[config.mk]
export PLATFORM = sky130hd
export DESIGN_NAME = mem_top
export DESIGN_NICKNAME = d
export VERILOG_FILES = /design/src/tsconf_pkg.sv /design/src/cpu_port.sv /design/src/dma_copy.sv /design/src/dram_arbiter.sv /design/src/dram_ctrl.sv /design/src/mem_top.sv
export VERILOG_INCLUDE_DIRS = /design/src
export SDC_FILE = /design/constraint.sdc
export NUM_CORES = 1
export LEC_CHECK = 0
export BUFFER_PORTS_ARGS = -buffer_cell sky130_fd_sc_hd__buf_4
export CAP_MARGIN = 10
export CORE_ASPECT_RATIO = 1.5
export CORE_MARGIN = 1.5
export CORE_UTILIZATION = 58
export CTS_CLUSTER_SIZE = 28
export DETAILED_ROUTE_END_ITERATION = 16
export GPL_ROUTABILITY_DRIVEN = 1
export HOLD_SLACK_MARGIN = 0.12
export PLACE_DENSITY = 0.86
export SLEW_MARGIN = 0
export SYNTH_ARGS = -nofsm -noshare
export SYNTH_HDL_FRONTEND = slang
export SYNTH_SLANG_ARGS = --single-unit
[constraint.sdc]
create_clock -name fclk -period 9.8 [get_ports fclk]
set_input_delay 1.47 -clock fclk [delete_from_list [all_inputs] [get_ports fclk]]
set_output_delay 1.47 -clock fclk [all_outputs]
set_load 0.01 [all_outputs]
[src/tsconf_settings.svh]
`ifndef TSCONF_SETTINGS_SVH
`define TSCONF_SETTINGS_SVH

// word address and data widths of the DRAM
`define DRAM_ADDR_W 21
`define DRAM_DATA_W 16

// multiplexed row/column address pins
`define DRAM_RA_W 10

// address bit that picks rras0_n or rras1_n
`define BANK_BIT 20

// fclk cycles between refresh requests
`define REFRESH_INTERVAL 64

`define DMA_LEN_W 8

`endif
[src/tsconf_pkg.sv]
`include "tsconf_settings.svh"

package tsconf_pkg;

	typedef logic [`DRAM_ADDR_W-1:0] word_addr_t;
	// bit 0 picks the byte lane, 0 is the low byte
	typedef logic [`DRAM_ADDR_W:0] byte_addr_t;
	typedef logic [`DRAM_DATA_W-1:0] dram_word_t;
	typedef logic [7:0] byte_t;
	typedef logic [1:0] bsel_t;
	typedef logic [`DRAM_RA_W-1:0] ra_t;
	typedef logic [`DMA_LEN_W-1:0] dma_len_t;

	// four fclk phases of one DRAM cycle
	typedef enum logic [1:0] {ph_c0, ph_c1, ph_c2, ph_c3} phase_t;

	typedef enum logic [1:0] {cyc_idle, cyc_read, cyc_write, cyc_refresh} cyc_kind_t;

	typedef struct packed {
		word_addr_t addr;
		logic rnw;
		bsel_t bsel;
		dram_word_t wrdata;
	} mem_req_s;

	typedef struct packed {
		cyc_kind_t kind;
		word_addr_t addr;
		bsel_t bsel;
		dram_word_t wrdata;
	} dram_cycle_s;

	typedef struct packed {
		byte_addr_t addr;
		logic rnw;
		byte_t wrdata;
	} cpu_cmd_s;

	typedef struct packed {
		word_addr_t src;
		word_addr_t dst;
		dma_len_t len;
	} dma_cmd_s;

	typedef enum logic [1:0] {cs_idle, cs_want, cs_rdwait, cs_ack} cpu_state_t;

	typedef enum logic [2:0] {ds_idle, ds_rd, ds_rdwait, ds_wr, ds_ack} dma_state_t;

endpackage

[src/cpu_port.sv]
`timescale 1ns/100ps

module cpu_port (
	input  logic fclk,
	input  logic rst_n,
	input  logic cpu_req,
	input  tsconf_pkg::cpu_cmd_s cpu_cmd,
	input  logic cpu_next,
	input  logic cpu_strobe,
	input  tsconf_pkg::dram_word_t dram_rddata,
	output logic cpu_ack,
	output tsconf_pkg::byte_t cpu_rddata,
	output logic cpu_want,
	output tsconf_pkg::mem_req_s cpu_slot
);

	tsconf_pkg::cpu_state_t state;
	logic hi_byte;

	// byte access mapped onto one word cycle
	always_comb begin
		hi_byte = cpu_cmd.addr[0];
		cpu_slot.addr = tsconf_pkg::word_addr_t'(cpu_cmd.addr >> 1);
		cpu_slot.rnw = cpu_cmd.rnw;
		cpu_slot.bsel = hi_byte ? 2'b10 : 2'b01;
		cpu_slot.wrdata = {cpu_cmd.wrdata, cpu_cmd.wrdata};
		cpu_want = state == tsconf_pkg::cs_want;
		cpu_ack = state == tsconf_pkg::cs_ack;
	end

	always_ff @(posedge fclk) begin
		if (!rst_n) begin
			state <= tsconf_pkg::cs_idle;
		end else begin
			case (state)
				tsconf_pkg::cs_idle:
					if (cpu_req)
						state <= tsconf_pkg::cs_want;
				tsconf_pkg::cs_want:
					if (cpu_next)
						state <= cpu_cmd.rnw ? tsconf_pkg::cs_rdwait : tsconf_pkg::cs_ack;
				tsconf_pkg::cs_rdwait:
					if (cpu_strobe)
						state <= tsconf_pkg::cs_ack;
				// hold ack until the host lets go of req
				tsconf_pkg::cs_ack:
					if (!cpu_req)
						state <= tsconf_pkg::cs_idle;
				default:
					state <= tsconf_pkg::cs_idle;
			endcase
		end
	end

	always_ff @(posedge fclk) begin
		if (state == tsconf_pkg::cs_rdwait && cpu_strobe)
			cpu_rddata <= hi_byte ? dram_rddata[15:8] : dram_rddata[7:0];
	end

endmodule

[src/dma_copy.sv]
`timescale 1ns/100ps
`include "tsconf_settings.svh"

module dma_copy (
	input  logic fclk,
	input  logic rst_n,
	input  logic dma_req,
	input  tsconf_pkg::dma_cmd_s dma_cmd,
	input  logic dma_next,
	input  logic dma_strobe,
	input  tsconf_pkg::dram_word_t dram_rddata,
	output logic dma_ack,
	output logic dma_want,
	output tsconf_pkg::mem_req_s dma_slot
);

	tsconf_pkg::dma_state_t state;
	tsconf_pkg::dma_len_t idx;
	tsconf_pkg::dma_len_t idx_inc;
	tsconf_pkg::word_addr_t offs;
	tsconf_pkg::dram_word_t hold;
	logic writing;

	always_comb begin
		idx_inc = idx + 1'b1;
		offs = {{(`DRAM_ADDR_W - `DMA_LEN_W){1'b0}}, idx};
		writing = state == tsconf_pkg::ds_wr;

		dma_want = state == tsconf_pkg::ds_rd || writing;
		dma_ack = state == tsconf_pkg::ds_ack;

		// same index on both sides of the copy
		dma_slot.addr = (writing ? dma_cmd.dst : dma_cmd.src) + offs;
		dma_slot.rnw = !writing;
		dma_slot.bsel = 2'b11;
		dma_slot.wrdata = hold;
	end

	////////////////////////////////////////
	// copy sequencer
	////////////////////////////////////////

	always_ff @(posedge fclk) begin
		if (!rst_n) begin
			state <= tsconf_pkg::ds_idle;
			idx <= '0;
		end else begin
			case (state)
				tsconf_pkg::ds_idle:
					if (dma_req) begin
						idx <= '0;
						// empty block, nothing to move
						if (dma_cmd.len == '0)
							state <= tsconf_pkg::ds_ack;
						else
							state <= tsconf_pkg::ds_rd;
					end
				tsconf_pkg::ds_rd:
					if (dma_next)
						state <= tsconf_pkg::ds_rdwait;
				tsconf_pkg::ds_rdwait:
					if (dma_strobe)
						state <= tsconf_pkg::ds_wr;
				tsconf_pkg::ds_wr:
					if (dma_next) begin
						idx <= idx_inc;
						if (idx_inc == dma_cmd.len)
							state <= tsconf_pkg::ds_ack;
						else
							state <= tsconf_pkg::ds_rd;
					end
				tsconf_pkg::ds_ack:
					if (!dma_req)
						state <= tsconf_pkg::ds_idle;
				default:
					state <= tsconf_pkg::ds_idle;
			endcase
		end
	end

	// word in transit between its read and its write
	always_ff @(posedge fclk) begin
		if (state == tsconf_pkg::ds_rdwait && dma_strobe)
			hold <= dram_rddata;
	end

endmodule

[src/dram_arbiter.sv]
`timescale 1ns/100ps
`include "tsconf_settings.svh"

module dram_arbiter (
	input  logic fclk,
	input  logic rst_n,
	input  logic cpu_want,
	input  tsconf_pkg::mem_req_s cpu_slot,
	input  logic dma_want,
	input  tsconf_pkg::mem_req_s dma_slot,
	output logic cpu_next,
	output logic cpu_strobe,
	output logic dma_next,
	output logic dma_strobe,
	output tsconf_pkg::dram_cycle_s cycle,
	output tsconf_pkg::phase_t phase
);

	localparam int RFSH_W = $clog2(`REFRESH_INTERVAL);

	logic [RFSH_W-1:0] rfsh_cnt;
	logic rfsh_tick;
	logic rfsh_pend;
	logic c3;
	logic owner_cpu;
	tsconf_pkg::mem_req_s win;
	tsconf_pkg::cyc_kind_t kind_nxt;

	////////////////////////////////////////
	// phase counter and refresh timer
	////////////////////////////////////////

	always_ff @(posedge fclk) begin
		if (!rst_n) begin
			phase <= tsconf_pkg::ph_c0;
			rfsh_cnt <= '0;
			rfsh_pend <= 1'b0;
		end else begin
			phase <= tsconf_pkg::phase_t'(phase + 1'b1);
			rfsh_cnt <= rfsh_tick ? '0 : rfsh_cnt + 1'b1;
			// a new tick wins over the grant of the old one
			if (rfsh_tick)
				rfsh_pend <= 1'b1;
			else if (c3)
				rfsh_pend <= 1'b0;
		end
	end

	////////////////////////////////////////
	// fixed priority: refresh, cpu, dma
	////////////////////////////////////////

	always_comb begin
		rfsh_tick = rfsh_cnt == RFSH_W'(`REFRESH_INTERVAL - 1);
		c3 = phase == tsconf_pkg::ph_c3;
		win = cpu_want ? cpu_slot : dma_slot;

		if (rfsh_pend)
			kind_nxt = tsconf_pkg::cyc_refresh;
		else if (cpu_want || dma_want)
			kind_nxt = win.rnw ? tsconf_pkg::cyc_read : tsconf_pkg::cyc_write;
		else
			kind_nxt = tsconf_pkg::cyc_idle;

		cpu_next = c3 && !rfsh_pend && cpu_want;
		dma_next = c3 && !rfsh_pend && !cpu_want && dma_want;

		// read data shows up at c3 of the granted cycle
		cpu_strobe = c3 && cycle.kind == tsconf_pkg::cyc_read && owner_cpu;
		dma_strobe = c3 && cycle.kind == tsconf_pkg::cyc_read && !owner_cpu;
	end

	// latch the winner for the next four phases
	always_ff @(posedge fclk) begin
		if (!rst_n) begin
			cycle.kind <= tsconf_pkg::cyc_idle;
			owner_cpu <= 1'b0;
		end else if (c3) begin
			cycle.kind <= kind_nxt;
			owner_cpu <= cpu_want;
		end
	end

	always_ff @(posedge fclk) begin
		if (c3) begin
			cycle.addr <= win.addr;
			cycle.bsel <= win.bsel;
			cycle.wrdata <= win.wrdata;
		end
	end

endmodule

[src/dram_ctrl.sv]
`timescale 1ns/100ps
`include "tsconf_settings.svh"

module dram_ctrl (
	input  logic fclk,
	input  logic rst_n,
	input  tsconf_pkg::dram_cycle_s cycle,
	input  tsconf_pkg::phase_t phase,
	input  tsconf_pkg::dram_word_t dram_din,
	output tsconf_pkg::dram_word_t dram_rddata,
	output tsconf_pkg::dram_word_t dram_dout,
	output logic dram_oe,
	output tsconf_pkg::ra_t dram_ra,
	output logic rwe_n,
	output logic rucas_n,
	output logic rlcas_n,
	output logic rras0_n,
	output logic rras1_n
);

	tsconf_pkg::ra_t row;
	tsconf_pkg::ra_t col;
	logic bank;
	logic is_rd;
	logic is_wr;
	logic is_rf;
	logic acc;
	// c0..c2 and c1..c2 windows
	logic win_long;
	logic win_short;
	logic ras_acc;
	logic ucas_acc;
	logic lcas_acc;

	always_comb begin
		row = cycle.addr[2*`DRAM_RA_W-1:`DRAM_RA_W];
		col = cycle.addr[`DRAM_RA_W-1:0];
		bank = cycle.addr[`BANK_BIT];

		is_rd = cycle.kind == tsconf_pkg::cyc_read;
		is_wr = cycle.kind == tsconf_pkg::cyc_write;
		is_rf = cycle.kind == tsconf_pkg::cyc_refresh;
		acc = is_rd || is_wr;

		win_long = phase != tsconf_pkg::ph_c3;
		win_short = phase == tsconf_pkg::ph_c1 || phase == tsconf_pkg::ph_c2;

		// normal access: ras at c0, cas at c1
		ras_acc = acc && win_long;
		ucas_acc = (is_rd || (is_wr && cycle.bsel[1])) && win_short;
		lcas_acc = (is_rd || (is_wr && cycle.bsel[0])) && win_short;

		// refresh turns it around, cas first, both banks
		rras0_n = !((ras_acc && !bank) || (is_rf && win_short));
		rras1_n = !((ras_acc && bank) || (is_rf && win_short));
		rucas_n = !(ucas_acc || (is_rf && win_long));
		rlcas_n = !(lcas_acc || (is_rf && win_long));

		rwe_n = !(is_wr && phase != tsconf_pkg::ph_c0);
		dram_oe = is_wr && phase != tsconf_pkg::ph_c0;
		dram_dout = cycle.wrdata;
		dram_ra = (phase == tsconf_pkg::ph_c0) ? row : col;
	end

	////////////////////////////////////////
	// read capture
	////////////////////////////////////////

	// data is settled by the end of c2
	always_ff @(posedge fclk) begin
		if (!rst_n)
			dram_rddata <= '0;
		else if (is_rd && phase == tsconf_pkg::ph_c2)
			dram_rddata <= dram_din;
	end

endmodule

[src/mem_top.sv]
`timescale 1ns/100ps

module mem_top (
	input  logic fclk,
	input  logic rst_n,
	input  logic cpu_req,
	input  tsconf_pkg::cpu_cmd_s cpu_cmd,
	input  logic dma_req,
	input  tsconf_pkg::dma_cmd_s dma_cmd,
	output logic cpu_ack,
	output tsconf_pkg::byte_t cpu_rddata,
	output logic dma_ack,
	input  tsconf_pkg::dram_word_t dram_din,
	output tsconf_pkg::dram_word_t dram_dout,
	output logic dram_oe,
	output tsconf_pkg::ra_t dram_ra,
	output logic rwe_n,
	output logic rucas_n,
	output logic rlcas_n,
	output logic rras0_n,
	output logic rras1_n
);

	logic cpu_want;
	logic cpu_next;
	logic cpu_strobe;
	tsconf_pkg::mem_req_s cpu_slot;
	logic dma_want;
	logic dma_next;
	logic dma_strobe;
	tsconf_pkg::mem_req_s dma_slot;
	tsconf_pkg::dram_cycle_s cycle;
	tsconf_pkg::phase_t phase;
	tsconf_pkg::dram_word_t dram_rddata;

	dram_arbiter dram_arbiter_inst (
		.fclk       (fclk),
		.rst_n      (rst_n),
		.cpu_want   (cpu_want),
		.cpu_slot   (cpu_slot),
		.dma_want   (dma_want),
		.dma_slot   (dma_slot),
		.cpu_next   (cpu_next),
		.cpu_strobe (cpu_strobe),
		.dma_next   (dma_next),
		.dma_strobe (dma_strobe),
		.cycle      (cycle),
		.phase      (phase)
	);

	dram_ctrl dram_ctrl_inst (
		.fclk        (fclk),
		.rst_n       (rst_n),
		.cycle       (cycle),
		.phase       (phase),
		.dram_din    (dram_din),
		.dram_rddata (dram_rddata),
		.dram_dout   (dram_dout),
		.dram_oe     (dram_oe),
		.dram_ra     (dram_ra),
		.rwe_n       (rwe_n),
		.rucas_n     (rucas_n),
		.rlcas_n     (rlcas_n),
		.rras0_n     (rras0_n),
		.rras1_n     (rras1_n)
	);

	cpu_port cpu_port_inst (
		.fclk        (fclk),
		.rst_n       (rst_n),
		.cpu_req     (cpu_req),
		.cpu_cmd     (cpu_cmd),
		.cpu_next    (cpu_next),
		.cpu_strobe  (cpu_strobe),
		.dram_rddata (dram_rddata),
		.cpu_ack     (cpu_ack),
		.cpu_rddata  (cpu_rddata),
		.cpu_want    (cpu_want),
		.cpu_slot    (cpu_slot)
	);

	dma_copy dma_copy_inst (
		.fclk        (fclk),
		.rst_n       (rst_n),
		.dma_req     (dma_req),
		.dma_cmd     (dma_cmd),
		.dma_next    (dma_next),
		.dma_strobe  (dma_strobe),
		.dram_rddata (dram_rddata),
		.dma_ack     (dma_ack),
		.dma_want    (dma_want),
		.dma_slot    (dma_slot)
	);

endmodule

# [Word-level counts from Yosys, hierarchy flattened]
# Cells that the tools add are included.
[totals] register_bits=104 input_bits=101 output_inout_bits=42 word_cells=122
[classes] add_sub_neg=4 n_eq_ne=25 mux=27 n_bitwise=1 n_reduce_logical=51
[ops] op="two-way mux 40 bit" count=1
[ops] op="two-way mux 8 bit" count=3
[ops] op="adder 21 x 8 -> 21 bit" count=1
[ops] op="two-way mux 21 bit" count=1
[ops] op="two-way mux 3 bit" count=7
[ops] op="logical AND 1 bit" count=20
[ops] op="two-way mux 2 bit" count=8
[ops] op="case mux 8 bit (2 select lines)" count=1
[ops] op="case mux 3 bit (5 select lines)" count=1
[ops] op="equality test 2 bit (second input constant)" count=6
[ops] op="!= test 2 bit (second input constant)" count=6
[ops] op="logical NOT 1 bit" count=10
[ops] op="logical OR 1 bit" count=10
[ops] op="two-way mux 10 bit" count=1
[ops] op="adder 8 x 1 -> 8 bit (second input constant)" count=1
[ops] op="equality test 8 bit" count=1
[ops] op="logical NOT 8 bit" count=1
[ops] op="!= test 2 x 1 -> 1 bit (second input constant)" count=4
[ops] op="case mux 2 bit (4 select lines)" count=1
[ops] op="adder 6 x 1 -> 6 bit (second input constant)" count=1
[ops] op="equality test 2 x 1 -> 1 bit (second input constant)" count=3
[ops] op="equality test 3 x 2 -> 1 bit (second input constant)" count=2
[ops] op="equality test 6 bit (second input constant)" count=1
[ops] op="nonzero test 2 bit" count=3
[ops] op="other kinds (11)" count=14

# [Logic depth before layout (Yosys ltp)]
# Gate-level depths: netlist of run 1.
[depth] ltp_word=7 mapped_depth=15 depth_no_buf=11

# [By module]
# From an unflattened synthesis of run 1, not the netlist that was laid out.
[unflattened] hier_cells=602 area_unflattened_um2=6318.6
[by_module_without_submodules] mod="dma_copy" instances=1 cells_each=263 area_each_um2=2247.2 seq_area_each_um2=700.7
[by_module_without_submodules] mod="dram_arbiter" instances=1 cells_each=135 area_each_um2=2137.0 seq_area_each_um2=1411.4
[by_module_without_submodules] mod="dram_ctrl" instances=1 cells_each=122 area_each_um2=1071.0 seq_area_each_um2=320.3
[by_module_without_submodules] mod="cpu_port" instances=1 cells_each=82 area_each_um2=863.3 seq_area_each_um2=280.3

# [Worst setup path before layout of run 1]
# Ideal clock, no wire load.
[synth_timing] path_type="register to output" startpoint="register dram_arbiter_inst.phase[0]" endpoint="output rras1_n" t_arrival_ns=2.019 required_ns=8.330 path_slack_ns=6.311 stages_incl_launch_ff=5 path_buffers=1 path_cell_list="dfxtp_1 -> ha_1 -> clkbuf_1 -> nor2_1 -> a22oi_1"
[synth_between] elab_chain_len=5 word_cells_on_any_way=9 classes_between="3 x eq/ne; 6 x reduce/logical"
[synth_rtl] element="start, declared" line_no="dram_arbiter.sv:16" text="output tsconf_pkg::phase_t phase"
[synth_rtl] element="start signal, assigned" line_no="dram_arbiter.sv:35" text="phase <= tsconf_pkg::ph_c0;"
[synth_rtl] element="start signal, assigned" line_no="dram_arbiter.sv:39" text="phase <= tsconf_pkg::phase_t'(phase + 1'b1);"
[synth_rtl] element="!= test 2 bit, or another cell as far along" line_no="dram_ctrl.sv:45" text="win_long = phase != tsconf_pkg::ph_c3;"
[synth_rtl] element="logical AND 1 bit or logical OR 1 bit (tied branches)" line_no="dram_ctrl.sv:49, dram_ctrl.sv:46"
[synth_rtl] element="logical AND 1 bit" line_no="dram_ctrl.sv:55" text="rras1_n = !((ras_acc && bank) || (is_rf && win_short));"
[synth_rtl] element="logical OR 1 bit (*)" line_no="dram_ctrl.sv:55"
[synth_rtl] element="logical NOT 1 bit (*)" line_no="dram_ctrl.sv:55"
[synth_rtl] element="end, declared" line_no="mem_top.sv:21" text="output logic rras1_n"
# Every way passes the cells marked *; elsewhere a longest branch is shown, timed or not.

==> results.json, run 1 <==
{
  "status": "finished, final reports clean",
  "rsz0062_at_grt": "no",
  "drt_iter0_drc": 339,
  "vdd_ir_drop_max_uv": 193.0,
  "clk_latency_ns": 0.35,
  "fill_cells": 703,
  "die_h_um": 124.1,
  "synth_area_leaders": "edfxtp_1, dfxtp_1, nand2_1",
  "arrival_ns": 3.95,
  "area_growth_pct": 22.56,
  "yosys.area.top_type": "edfxtp_1",
  "postRouteWirelength_mm": 13.29,
  "critPathRequiredTime_ns": 9.87,
  "report.final.slew_viol_count": 0,
  "synth_compound_area_share_pct": 12.33,
  "final_cells": 828,
  "dp_cells": 811,
  "postCtsSetupBuffers": 0,
  "grt_pass1_wl_mm": 20.81,
  "vias_per_cell": 5.717,
  "synth_top_family_by_area": "simple AND/OR/NAND/NOR gates",
  "synth_xor_area_share_pct": 4.476,
  "post_cts_resize_count": 0,
  "die_area_um2": 10400,
  "initial_core_util_pct": 59.23,
  "synth-edff-count": 63,
  "start_kind": "flip-flop",
  "synth_nets": 722,
  "drive_gt1_share_pct": 26.37,
  "skew_ns": 0.008609,
  "grt_pass1_vias": 4580,
  "p_leak_nw": 2.946,
  "cts-root-buf": "clkbuf_16",
  "maxCapViolCount": 0,
  "synthAdderAreaFrac_pct": 4.983,
  "wl_per_cell_um": 16.05,
  "finalCritPeriodShare_pct": 39.65,
  "timing.max_slew.rel_slack_pct": 26.91,
  "synth_flop_cell": "edfxtp_1",
  "nets": 831,
  "vias": 4734,
  "min_period_ns": 3.885,
  "drc": 0,
  "yosys.area_share.simple_pct": 17.38,
  "path_max_fanout": 35,
  "worst_pin_slew_ns": 1.096,
  "synth_top_area_share_pct": 33.34,
  "ys_warn_count": 0,
  "gp_congestion": 0.9217,
  "cellPowerDensity_nw_per_um2": 157.0,
  "antenna_cells": 0,
  "die_w_um": 83.76,
  "io_buffers": 142,
  "cts_sinks": 104,
  "crit_path_end_kind": "flip-flop",
  "p_sw_mw": 0.3004,
  "intPower_mw": 0.7916,
  "switching_share_pct": 27.51,
  "cts_tree": "done",
  "grt_max_degree": 76,
  "drt_pass1_iterations": 7,
  "ioPinCount": 143,
  "ys_types": 55,
  "core_area_um2": 9579,
  "ys_seq_area_share_pct": 47.81,
  "max_freq_mhz": 257.4,
  "detailed_place_hpwl_mm": 9.779,
  "clockBufferDepth": 2,
  "synth.mux.area_fraction_pct": 6.461,
  "ys_seq_elements": 104,
  "syn_area_um2": 5674,
  "gr-total-overflow": 0,
  "comb_power_share_pct": 20.8,
  "finalHoldWorstSlack_ns": 0.4432,
  "async_reset_ff_share_pct": 0,
  "grtUsageTotal_pct": 25.44,
  "cts_made_buffers": 9,
  "setup_viol": 0,
  "htreeDepth": 3,
  "path_clk_slew_ns": 0.07,
  "avgSynthCellArea_um2": 9.473,
  "power_mw": 1.092,
  "path_class": "flip-flop to flip-flop",
  "synth_cells": 599,
  "ant_nets": 0,
  "antenna_found_initial": 0,
  "p_clk_share_pct": 32.8,
  "postCtsHoldBufs": 0,
  "final_util_pct": 72.60,
  "hold_path.class": "flip-flop to flip-flop",
  "pwr-share-seq_pct": 46.4,
  "hold_violations": 0,
  "rows": 44,
  "fin_setup_tns_ns": 0
}
## registers in the layout, indices dropped and copies added (netlist names)
name and flops:
cpu_port_inst.cpu_rddata 8, dram_ctrl_inst.dram_rddata 16, dram_arbiter_inst.cycle 41, dram_arbiter_inst.phase 2, dram_arbiter_inst.rfsh_cnt 6, dma_copy_inst.idx 8
dram_arbiter_inst.rfsh_pend 1, cpu_port_inst.state 2, dram_arbiter_inst.owner_cpu 1, dma_copy_inst.state 3, dma_copy_inst.hold 16
## synth_stat cells (3+ instances only)
cell,n
a211oi_1,5
a21o_1,5
a21oi_1,41
a31oi_1,3
and2_1,4
and3_1,8
buf_2,5
buf_4,16
clkbuf_1,23
dfxtp_1,41
edfxtp_1,63
ha_1,21
inv_1,30
mux2_2,21
mux2i_1,13
nand2_1,99
nand2b_1,9
nand3_1,14
nand4_1,4
nand4b_1,4
nor2_1,40
nor2b_1,3
nor3_1,9
nor4_1,6
o21ai_0,47
xnor2_1,14
xor2_1,15
## logic make-up (layout without fill, tap and decap cells)
group	Yosys count	count (layout)
adders and majority gates	22	22
DFF	104	104
muxes	34	34
xor gates and xnor gates	29	29
AOI/OAI and AO/OA	121	121
and+or+nand+nor	212	212
buffers and inverters	77	191
## layer usage
metal / wire (um) / track usage [%]
met1: 5052 / 27.80
met2: 7069 / 47.63
met3: 738 / 4.838
met4: 428 / 11.78
met5: 0 / 0
## power groups by stage
| stage | clock [mW] | combinational, mW | sequential, mW |
|---|---|---|---|
| 2_1_floorplan | 0 | 0.153 | 0.511 |
| 3_3_place_gp | 0 | 0.210 | 0.515 |
| 3_5_place_dp | 0 | 0.223 | 0.516 |
| 4_1_cts | 0.362 | 0.226 | 0.507 |
| 5_1_grt | 0.377 | 0.250 | 0.509 |
| 6_report | 0.358 | 0.227 | 0.507 |
## worst paths after layout
kind / start / endpoint / slack (ns) / cells after the start
hold reg to reg: dram_arbiter_inst.rfsh_cnt[0]$_SDFF_PP0_ / dram_arbiter_inst.rfsh_cnt[0]$_SDFF_PP0_ / 0.44 / 1
setup reg to reg: dma_copy_inst.state[1]$_SDFFE_PN0P_ / dram_arbiter_inst.cycle[32]$_DFFE_PP_ / 5.91 / 11
hold / removal: dram_arbiter_inst.rfsh_cnt[0]$_SDFF_PP0_ / dram_arbiter_inst.rfsh_cnt[0]$_SDFF_PP0_ / 0.44 / 1
setup / recovery: dma_copy_inst.state[1]$_SDFFE_PN0P_ / dram_arbiter_inst.cycle[32]$_DFFE_PP_ / 5.91 / 11
## placed cells by master (no fill, tap or decap), types with 8 or more instances in the layout
master and instances:
nand2b_1 9, dfxtp_1 41, nor2_1 40, o21ai_0 47
buf_4 143, nand3_1 14, mux2_2 21, and3_1 8
mux2i_1 13, edfxtp_1 63, xnor2_1 14, nand2_1 99
inv_1 30, a21oi_1 41, ha_1 19, xor2_1 15
nor3_1 8, clkbuf_16 9
## worst max-delay path, cell delays in order, from the launching register on
cell and delay, ns:
dfxtp_1 0.57, nand3b_2 0.68, nand2_1 0.26, nand2_1 0.09, ha_1 0.21, fa_1 0.41, a21o_1 0.20, a21o_1 0.21
a21oi_1 0.49, nor4_1 0.18, xor2_1 0.19, o21ai_0 0.10
## area by class of cell
type	count	area, um2	area share, %
Sequential cell	104	2713	39.01
Multi-Input combinational cell	418	2599	37.37
Timing Repair Buffer	144	1085	15.60
Clock buffer	10	229.0	3.293
Tap cell	115	143.9	2.069
Inverter	31	118.9	1.709
Clock inverter	6	66.31	0.9536
## per-stage QoR
step	instance area (um2)	setup WS, ns
finish	6954	5.915
global route	6954	5.657
CTS	6943	5.928
detailed placement	6648	5.886
global placement	6648	5.942
floorplan	5674	6.311
(Power assumes the default switching activity.)
==> run 2, diff against run 1 <==
--- a/config.mk
+++ b/config.mk
@@ -10,12 +10,12 @@
 export CAP_MARGIN = 10
 export CORE_ASPECT_RATIO = 1.5
 export CORE_MARGIN = 1.5
-export CORE_UTILIZATION = 58
+export CORE_UTILIZATION = 54
 export CTS_CLUSTER_SIZE = 28
 export DETAILED_ROUTE_END_ITERATION = 16
 export GPL_ROUTABILITY_DRIVEN = 1
 export HOLD_SLACK_MARGIN = 0.12
-export PLACE_DENSITY = 0.86
+export PLACE_DENSITY = 0.81
 export SLEW_MARGIN = 0
 export SYNTH_ARGS = -nofsm -noshare
 export SYNTH_HDL_FRONTEND = slang
==> constraint.sdc (replaced) <==
create_clock -name fclk -period 3.82 [get_ports fclk]
set_input_delay 0.573 -clock fclk [delete_from_list [all_inputs] [get_ports fclk]]
set_output_delay 0.573 -clock fclk [all_outputs]
set_load 0.01 [all_outputs]
==> results.json, run 2 (synthesis gave the netlist of run 1 again) <==
{
  "status": "finished, final reports clean",
  "top_regs": "dram_arbiter_inst.cycle (41), dma_copy_inst.hold (16), dram_ctrl_inst.dram_rddata (16)",
  "final_util_pct": 68.73,
  "cts_made_buffers": 9,
  "nets": 834,
  "gr-total-overflow": 0,
  "grt_pass1_vias": 4651,
  "maxCapViolCount": 0,
  "hold_violations": 0,
  "postRouteWirelength_mm": 13.48,
  "post_cts_resize_count": 0,
  "path_clk_slew_ns": 0.07,
  "cts_tree": "done",
  "grt_max_degree": 49,
  "finalCritPeriodShare_pct": 85.59,
  "ioPinCount": 143,
  "fill_cells": 779,
  "cellPowerDensity_nw_per_um2": 394.9,
  "vias": 4725,
  "final_common_cell": "buf_4",
  "clockBufferDepth": 2,
  "ant_nets": 0,
  "path_class": "flip-flop to flip-flop",
  "vias_per_cell": 5.513,
  "grtUsageTotal_pct": 24.72,
  "antenna_cells": 0,
  "drt_iter0_drc": 310,
  "die_area_um2": 11140,
  "cts_sinks": 104,
  "rsz0062_at_grt": "no",
  "postCtsSetupBuffers": 0,
  "grt_pass1_wl_mm": 21.51,
  "die_h_um": 128.5,
  "wl_per_cell_um": 15.72,
  "cts-root-buf": "clkbuf_16",
  "p_leak_nw": 2.957,
  "path_max_fanout": 14,
  "detailed_place_hpwl_mm": 10.07,
  "crit_path_end_kind": "flip-flop",
  "clk_latency_ns": 0.34,
  "final_cell_mix": "buf_4, nand2_1, edfxtp_1",
  "min_period_ns": 3.270,
  "placed_area_um2": 6703,
  "htreeDepth": 3,
  "drc": 0,
  "largest_reg_flops": 41,
  "rows": 45,
  "gp_congestion": 0.9269,
  "skew_ns": 0.008003,
  "start_kind": "flip-flop",
  "postCtsHoldBufs": 0,
  "final_cells": 857,
  "dp_cells": 840,
  "stdcell_area_um2": 7004,
  "core_area_um2": 10190,
  "drt_pass1_iterations": 6,
  "report.final.slew_viol_count": 0,
  "die_w_um": 86.70,
  "regMostFlops": "dram_arbiter_inst.cycle",
  "worst_pin_slew_ns": 0.9507,
  "drive_gt1_share_pct": 26.96,
  "arrival_ns": 3.35,
  "setup_viol": 0,
  "antenna_found_initial": 0,
  "vdd_ir_drop_max_uv": 319.0,
  "area_growth_pct": 23.44,
  "fin_setup_tns_ns": 0,
  "timing.max_slew.rel_slack_pct": 36.55,
  "max_freq_mhz": 305.8,
  "initial_core_util_pct": 55.68,
  "io_buffers": 142,
  "critPathRequiredTime_ns": 3.90,
  "hold_path.class": "flip-flop to flip-flop"
}
run 2: area by class of cell:
type / count / area [um2] / share of cell area [%]
Clock buffer: 10 / 239.0 / 3.412
Clock inverter: 6 / 51.30 / 0.7324
Inverter: 31 / 118.9 / 1.697
Multi-Input combinational cell: 418 / 2599 / 37.10
Sequential cell: 104 / 2713 / 38.73
Tap cell: 141 / 176.4 / 2.519
Timing Repair Buffer: 147 / 1107 / 15.81
run 2: worst max-delay path: stages, from the launching register on:
cell	delay, ns
dfxtp_1	0.46
and3b_1	0.37
nand2_1	0.14
nand2_1	0.07
ha_1	0.21
fa_1	0.41
a21o_1	0.19
a21o_1	0.20
a21oi_1	0.52
nor4_1	0.16
xor2_1	0.18
o21ai_0	0.08
run 2: final timing paths:
check	start	to	slack [ns]	depth (start not counted)
max	dma_copy_inst.state[2]$_SDFFE_PN0P_	dram_arbiter_inst.cycle[32]$_DFFE_PP_	0.55	11
min	dram_ctrl_inst.dram_rddata[1]$_SDFFE_PN0P_	dma_copy_inst.hold[1]$_DFFE_PP_	0.45	0
max reg2reg	dma_copy_inst.state[2]$_SDFFE_PN0P_	dram_arbiter_inst.cycle[32]$_DFFE_PP_	0.55	11
min reg2reg	dram_ctrl_inst.dram_rddata[1]$_SDFFE_PN0P_	dma_copy_inst.hold[1]$_DFFE_PP_	0.45	0
run 2: report_power, final:
group          leakage (nW)  total, mW  internal (mW)  switching (mW)
clock                 0.139      0.887          0.469           0.418
combinational          1.91      0.580          0.253           0.327
sequential            0.909       1.30           1.27          0.0293
total                  2.96       2.77           1.99           0.774
run 2: stage by stage:
| stage | setup WS (ns) | hold slack [ns] | total power, mW |
|---|---|---|---|
| 2_1_floorplan | 0.3471 | 0.4132 | 1.702 |
| 5_1_grt | 0.2607 | 0.4690 | 2.897 |
| 3_5_place_dp | 0.5442 | 0.4406 | 1.898 |
| 3_3_place_gp | 0.6885 | 0.4229 | 1.871 |
| 6_report | 0.5504 | 0.4525 | 2.766 |
| 4_1_cts | 0.5451 | 0.4560 | 2.775 |
run 2: metal layers:
| layer | part of all wire (%) | GRT usage (%) | vias to the layer above |
|---|---|---|---|
| met2 | 54 | 45.22 | 190 |
| met3 | 6.1 | 3.913 | 36 |
| met1 | 37 | 27.64 | 2193 |
| li1 | - | - | 2306 |
| met4 | 3.1 | 11.67 | 0 |
| met5 | 0 | 0 | - |
==> run 3, diff against run 2 <==
--- a/config.mk
+++ b/config.mk
@@ -6,6 +6,7 @@
 export SDC_FILE = /design/constraint.sdc
 export NUM_CORES = 1
 export LEC_CHECK = 0
+export ABC_AREA = 1
 export BUFFER_PORTS_ARGS = -buffer_cell sky130_fd_sc_hd__buf_4
 export CAP_MARGIN = 10
 export CORE_ASPECT_RATIO = 1.5
==> results.json, run 3 <==
{
  "final_common_cell": "nand2_1",
  "regMostFlops": "dram_arbiter_inst.cycle",
  "max_freq_mhz": 323.7,
  "cts_sinks": 104,
  "grt_max_degree": 47,
  "finalCritPeriodShare_pct": 80.88,
  "vias": 5334,
  "drive_gt1_share_pct": 22.91,
  "critPathRequiredTime_ns": 3.93,
  "ys_warn_count": 0,
  "top_regs": "dram_arbiter_inst.cycle (41), dma_copy_inst.hold (16), dram_ctrl_inst.dram_rddata (16)",
  "regArea_um2": 2713,
  "drt_iter0_drc": 306,
  "antenna_cells": 0,
  "p_leak_nw": 3.424,
  "synth_top_area_share_pct": 32.29,
  "dp_cells": 1001,
  "met3WireLength_um": 748,
  "worst_pin_slew_ns": 0.7239,
  "initial_core_util_pct": 55.32,
  "critPathMostFrequentCell": "nand2_1",
  "antenna_found_initial": 0,
  "cts-root-buf": "clkbuf_16",
  "die_area_um2": 11490,
  "ant_nets": 0,
  "synth-edff-count": 63,
  "dr_wl_met2_mm": 7.725,
  "fill_cells": 912,
  "placed_area_um2": 6912,
  "multi_input_area_um2": 2621,
  "synth.most_common_cell": "nand2_1",
  "crit_chain": "nor2_4, nand2_4, inv_2, nand2_1, nand2_1, ha_1, fa_1, nand3_1, nand2_1, nand2_1, o211ai_4, nand2_4, nor2_8, nand2_4, clkinv_2, nand2_1, nand2_1, nand3_1, nand2_1",
  "path_class": "flip-flop to flip-flop",
  "maxCapViolCount": 0,
  "ys_seq_elements": 104,
  "report.final.slew_viol_count": 0,
  "ys_seq_area_share_pct": 46.30,
  "finalWorstSetupSlack_ns": 0.7305,
  "post_cts_resize_count": 0,
  "final_util_pct": 67.98,
  "pre_cts_ws_ns": 0.7626,
  "highest-signal-layer": "met4",
  "detailed_place_hpwl_mm": 11.12,
  "status": "finished, final reports clean",
  "synth_area_leaders": "edfxtp_1, nand2_1, dfxtp_1",
  "skew_ns": 0.009161,
  "fin_setup_tns_ns": 0,
  "wl_per_cell_um": 14.17,
  "avgSynthCellArea_um2": 7.821,
  "drc": 0,
  "ys_types": 48,
  "ioPinCount": 143,
  "wl_met1_mm": 5.412,
  "postCtsHoldBufs": 0,
  "start_kind": "flip-flop",
  "nets": 991,
  "postCtsSetupBuffers": 0,
  "gr-total-overflow": 0,
  "arrival_ns": 3.20,
  "clk_latency_ns": 0.35,
  "vdd_ir_drop_max_uv": 299.3,
  "synth_nets": 872,
  "drt_pass1_iterations": 6,
  "cts_made_buffers": 9,
  "crit_slowest_cell": "dfxtp_1",
  "die_h_um": 130.6,
  "synthTopCellsByCount": "nand2_1, nor2_1, inv_1, edfxtp_1, dfxtp_1",
  "clockBufferDepth": 2,
  "synth_flop_cell": "edfxtp_1",
  "min_period_ns": 3.089,
  "postRouteWirelength_mm": 14.42,
  "hold_path.class": "flip-flop to flip-flop",
  "io_buffers": 142,
  "cts_tree": "done",
  "yosys.area.top_type": "edfxtp_1",
  "async_reset_ff_share_pct": 0,
  "crit_path_end_kind": "flip-flop",
  "grt_pass1_wl_mm": 22.69,
  "grtUsageTotal_pct": 25.72,
  "rsz0062_at_grt": "no",
  "path_clk_slew_ns": 0.07,
  "die_w_um": 88.04,
  "rows": 46,
  "stdcell_area_um2": 7199,
  "core_area_um2": 10590,
  "grt_pass1_vias": 5155,
  "area_growth_pct": 22.90,
  "cellPowerDensity_nw_per_um2": 494.2,
  "final_cell_mix": "nand2_1, buf_4, nor2_1",
  "htreeDepth": 3,
  "hold_violations": 0,
  "path_max_fanout": 32,
  "path_buf_inv": 2,
  "syn_area_um2": 5858,
  "final_cells": 1017,
  "path_delay_family": "simple AND/OR/NAND/NOR gates",
  "synth_cells": 749,
  "largest_reg_flops": 41,
  "vias_per_cell": 5.245,
  "critPathMaxStageDelay_ns": 0.43,
  "gp_congestion": 0.9592,
  "timing.max_slew.rel_slack_pct": 51.56,
  "setup_viol": 0
}
==> run 3: cell count changes after synthesis, sizes merged, moves of 5 or more <==
cell / delta
nand2b: -9
mux2i: -13
a21oi: -14
nor2: +42
xor2: -11
nand2: +166
nor4: -5
nand3: +25
and3: -8
xnor2: -12
mux2: -21
clkbuf: -10
inv: +46
nor3: -8
==> run 3: path summary, 6_finish.rpt <==
check,slack [ns],depth (start not counted),from,endpoint
setup / recovery,0.73,19,dma_copy_inst.state[2]$_SDFFE_PN0P_,dram_arbiter_inst.cycle[38]$_DFFE_PP_
hold / removal,0.45,1,dram_arbiter_inst.rfsh_cnt[0]$_SDFF_PP0_,dram_arbiter_inst.rfsh_cnt[0]$_SDFF_PP0_
setup reg to reg,0.73,19,dma_copy_inst.state[2]$_SDFFE_PN0P_,dram_arbiter_inst.cycle[38]$_DFFE_PP_
hold reg to reg,0.45,1,dram_arbiter_inst.rfsh_cnt[0]$_SDFF_PP0_,dram_arbiter_inst.rfsh_cnt[0]$_SDFF_PP0_
==> run 3: cells by family after synthesis <==
family                     synth area share (%)
xor gates and xnor gates                 0.8970
adders and majority gates                 4.827
buffers and inverters                     8.992
AOI/OAI and AO/OA                         9.932
and+or+nand+nor                           29.05
DFF                                       46.30
==> run 3: area by class of cell <==
| type | count | area share [%] |
|---|---|---|
| Sequential cell | 104 | 37.68 |
| Timing Repair Buffer | 146 | 15.22 |
| Clock buffer | 10 | 3.180 |
| Multi-Input combinational cell | 527 | 36.41 |
| Inverter | 80 | 4.188 |
| Clock inverter | 6 | 0.8168 |
| Tap cell | 144 | 2.503 |
==> run 3: power breakdown <==
group          internal [mW]  switching (mW)
Sequential              1.32          0.0966
Clock                  0.457           0.426
Combinational          0.463           0.794
==> run 3: per-stage QoR <==
step                power (mW)  hold slack (ns)
global route             3.770           0.4710
CTS                      3.549           0.4556
floorplan                2.310           0.4173
finish                   3.558           0.4490
global placement         2.611           0.4279
detailed placement       2.668           0.4427
==> run 3: metal layers <==
| metal | vias to the layer above | track usage, % |
|---|---|---|
| li1 | 2655 | - |
| met1 | 2414 | 27.30 |
| met3 | 49 | 4.271 |
| met5 | - | 0 |
| met2 | 216 | 48.72 |
| met4 | 0 | 11.67 |
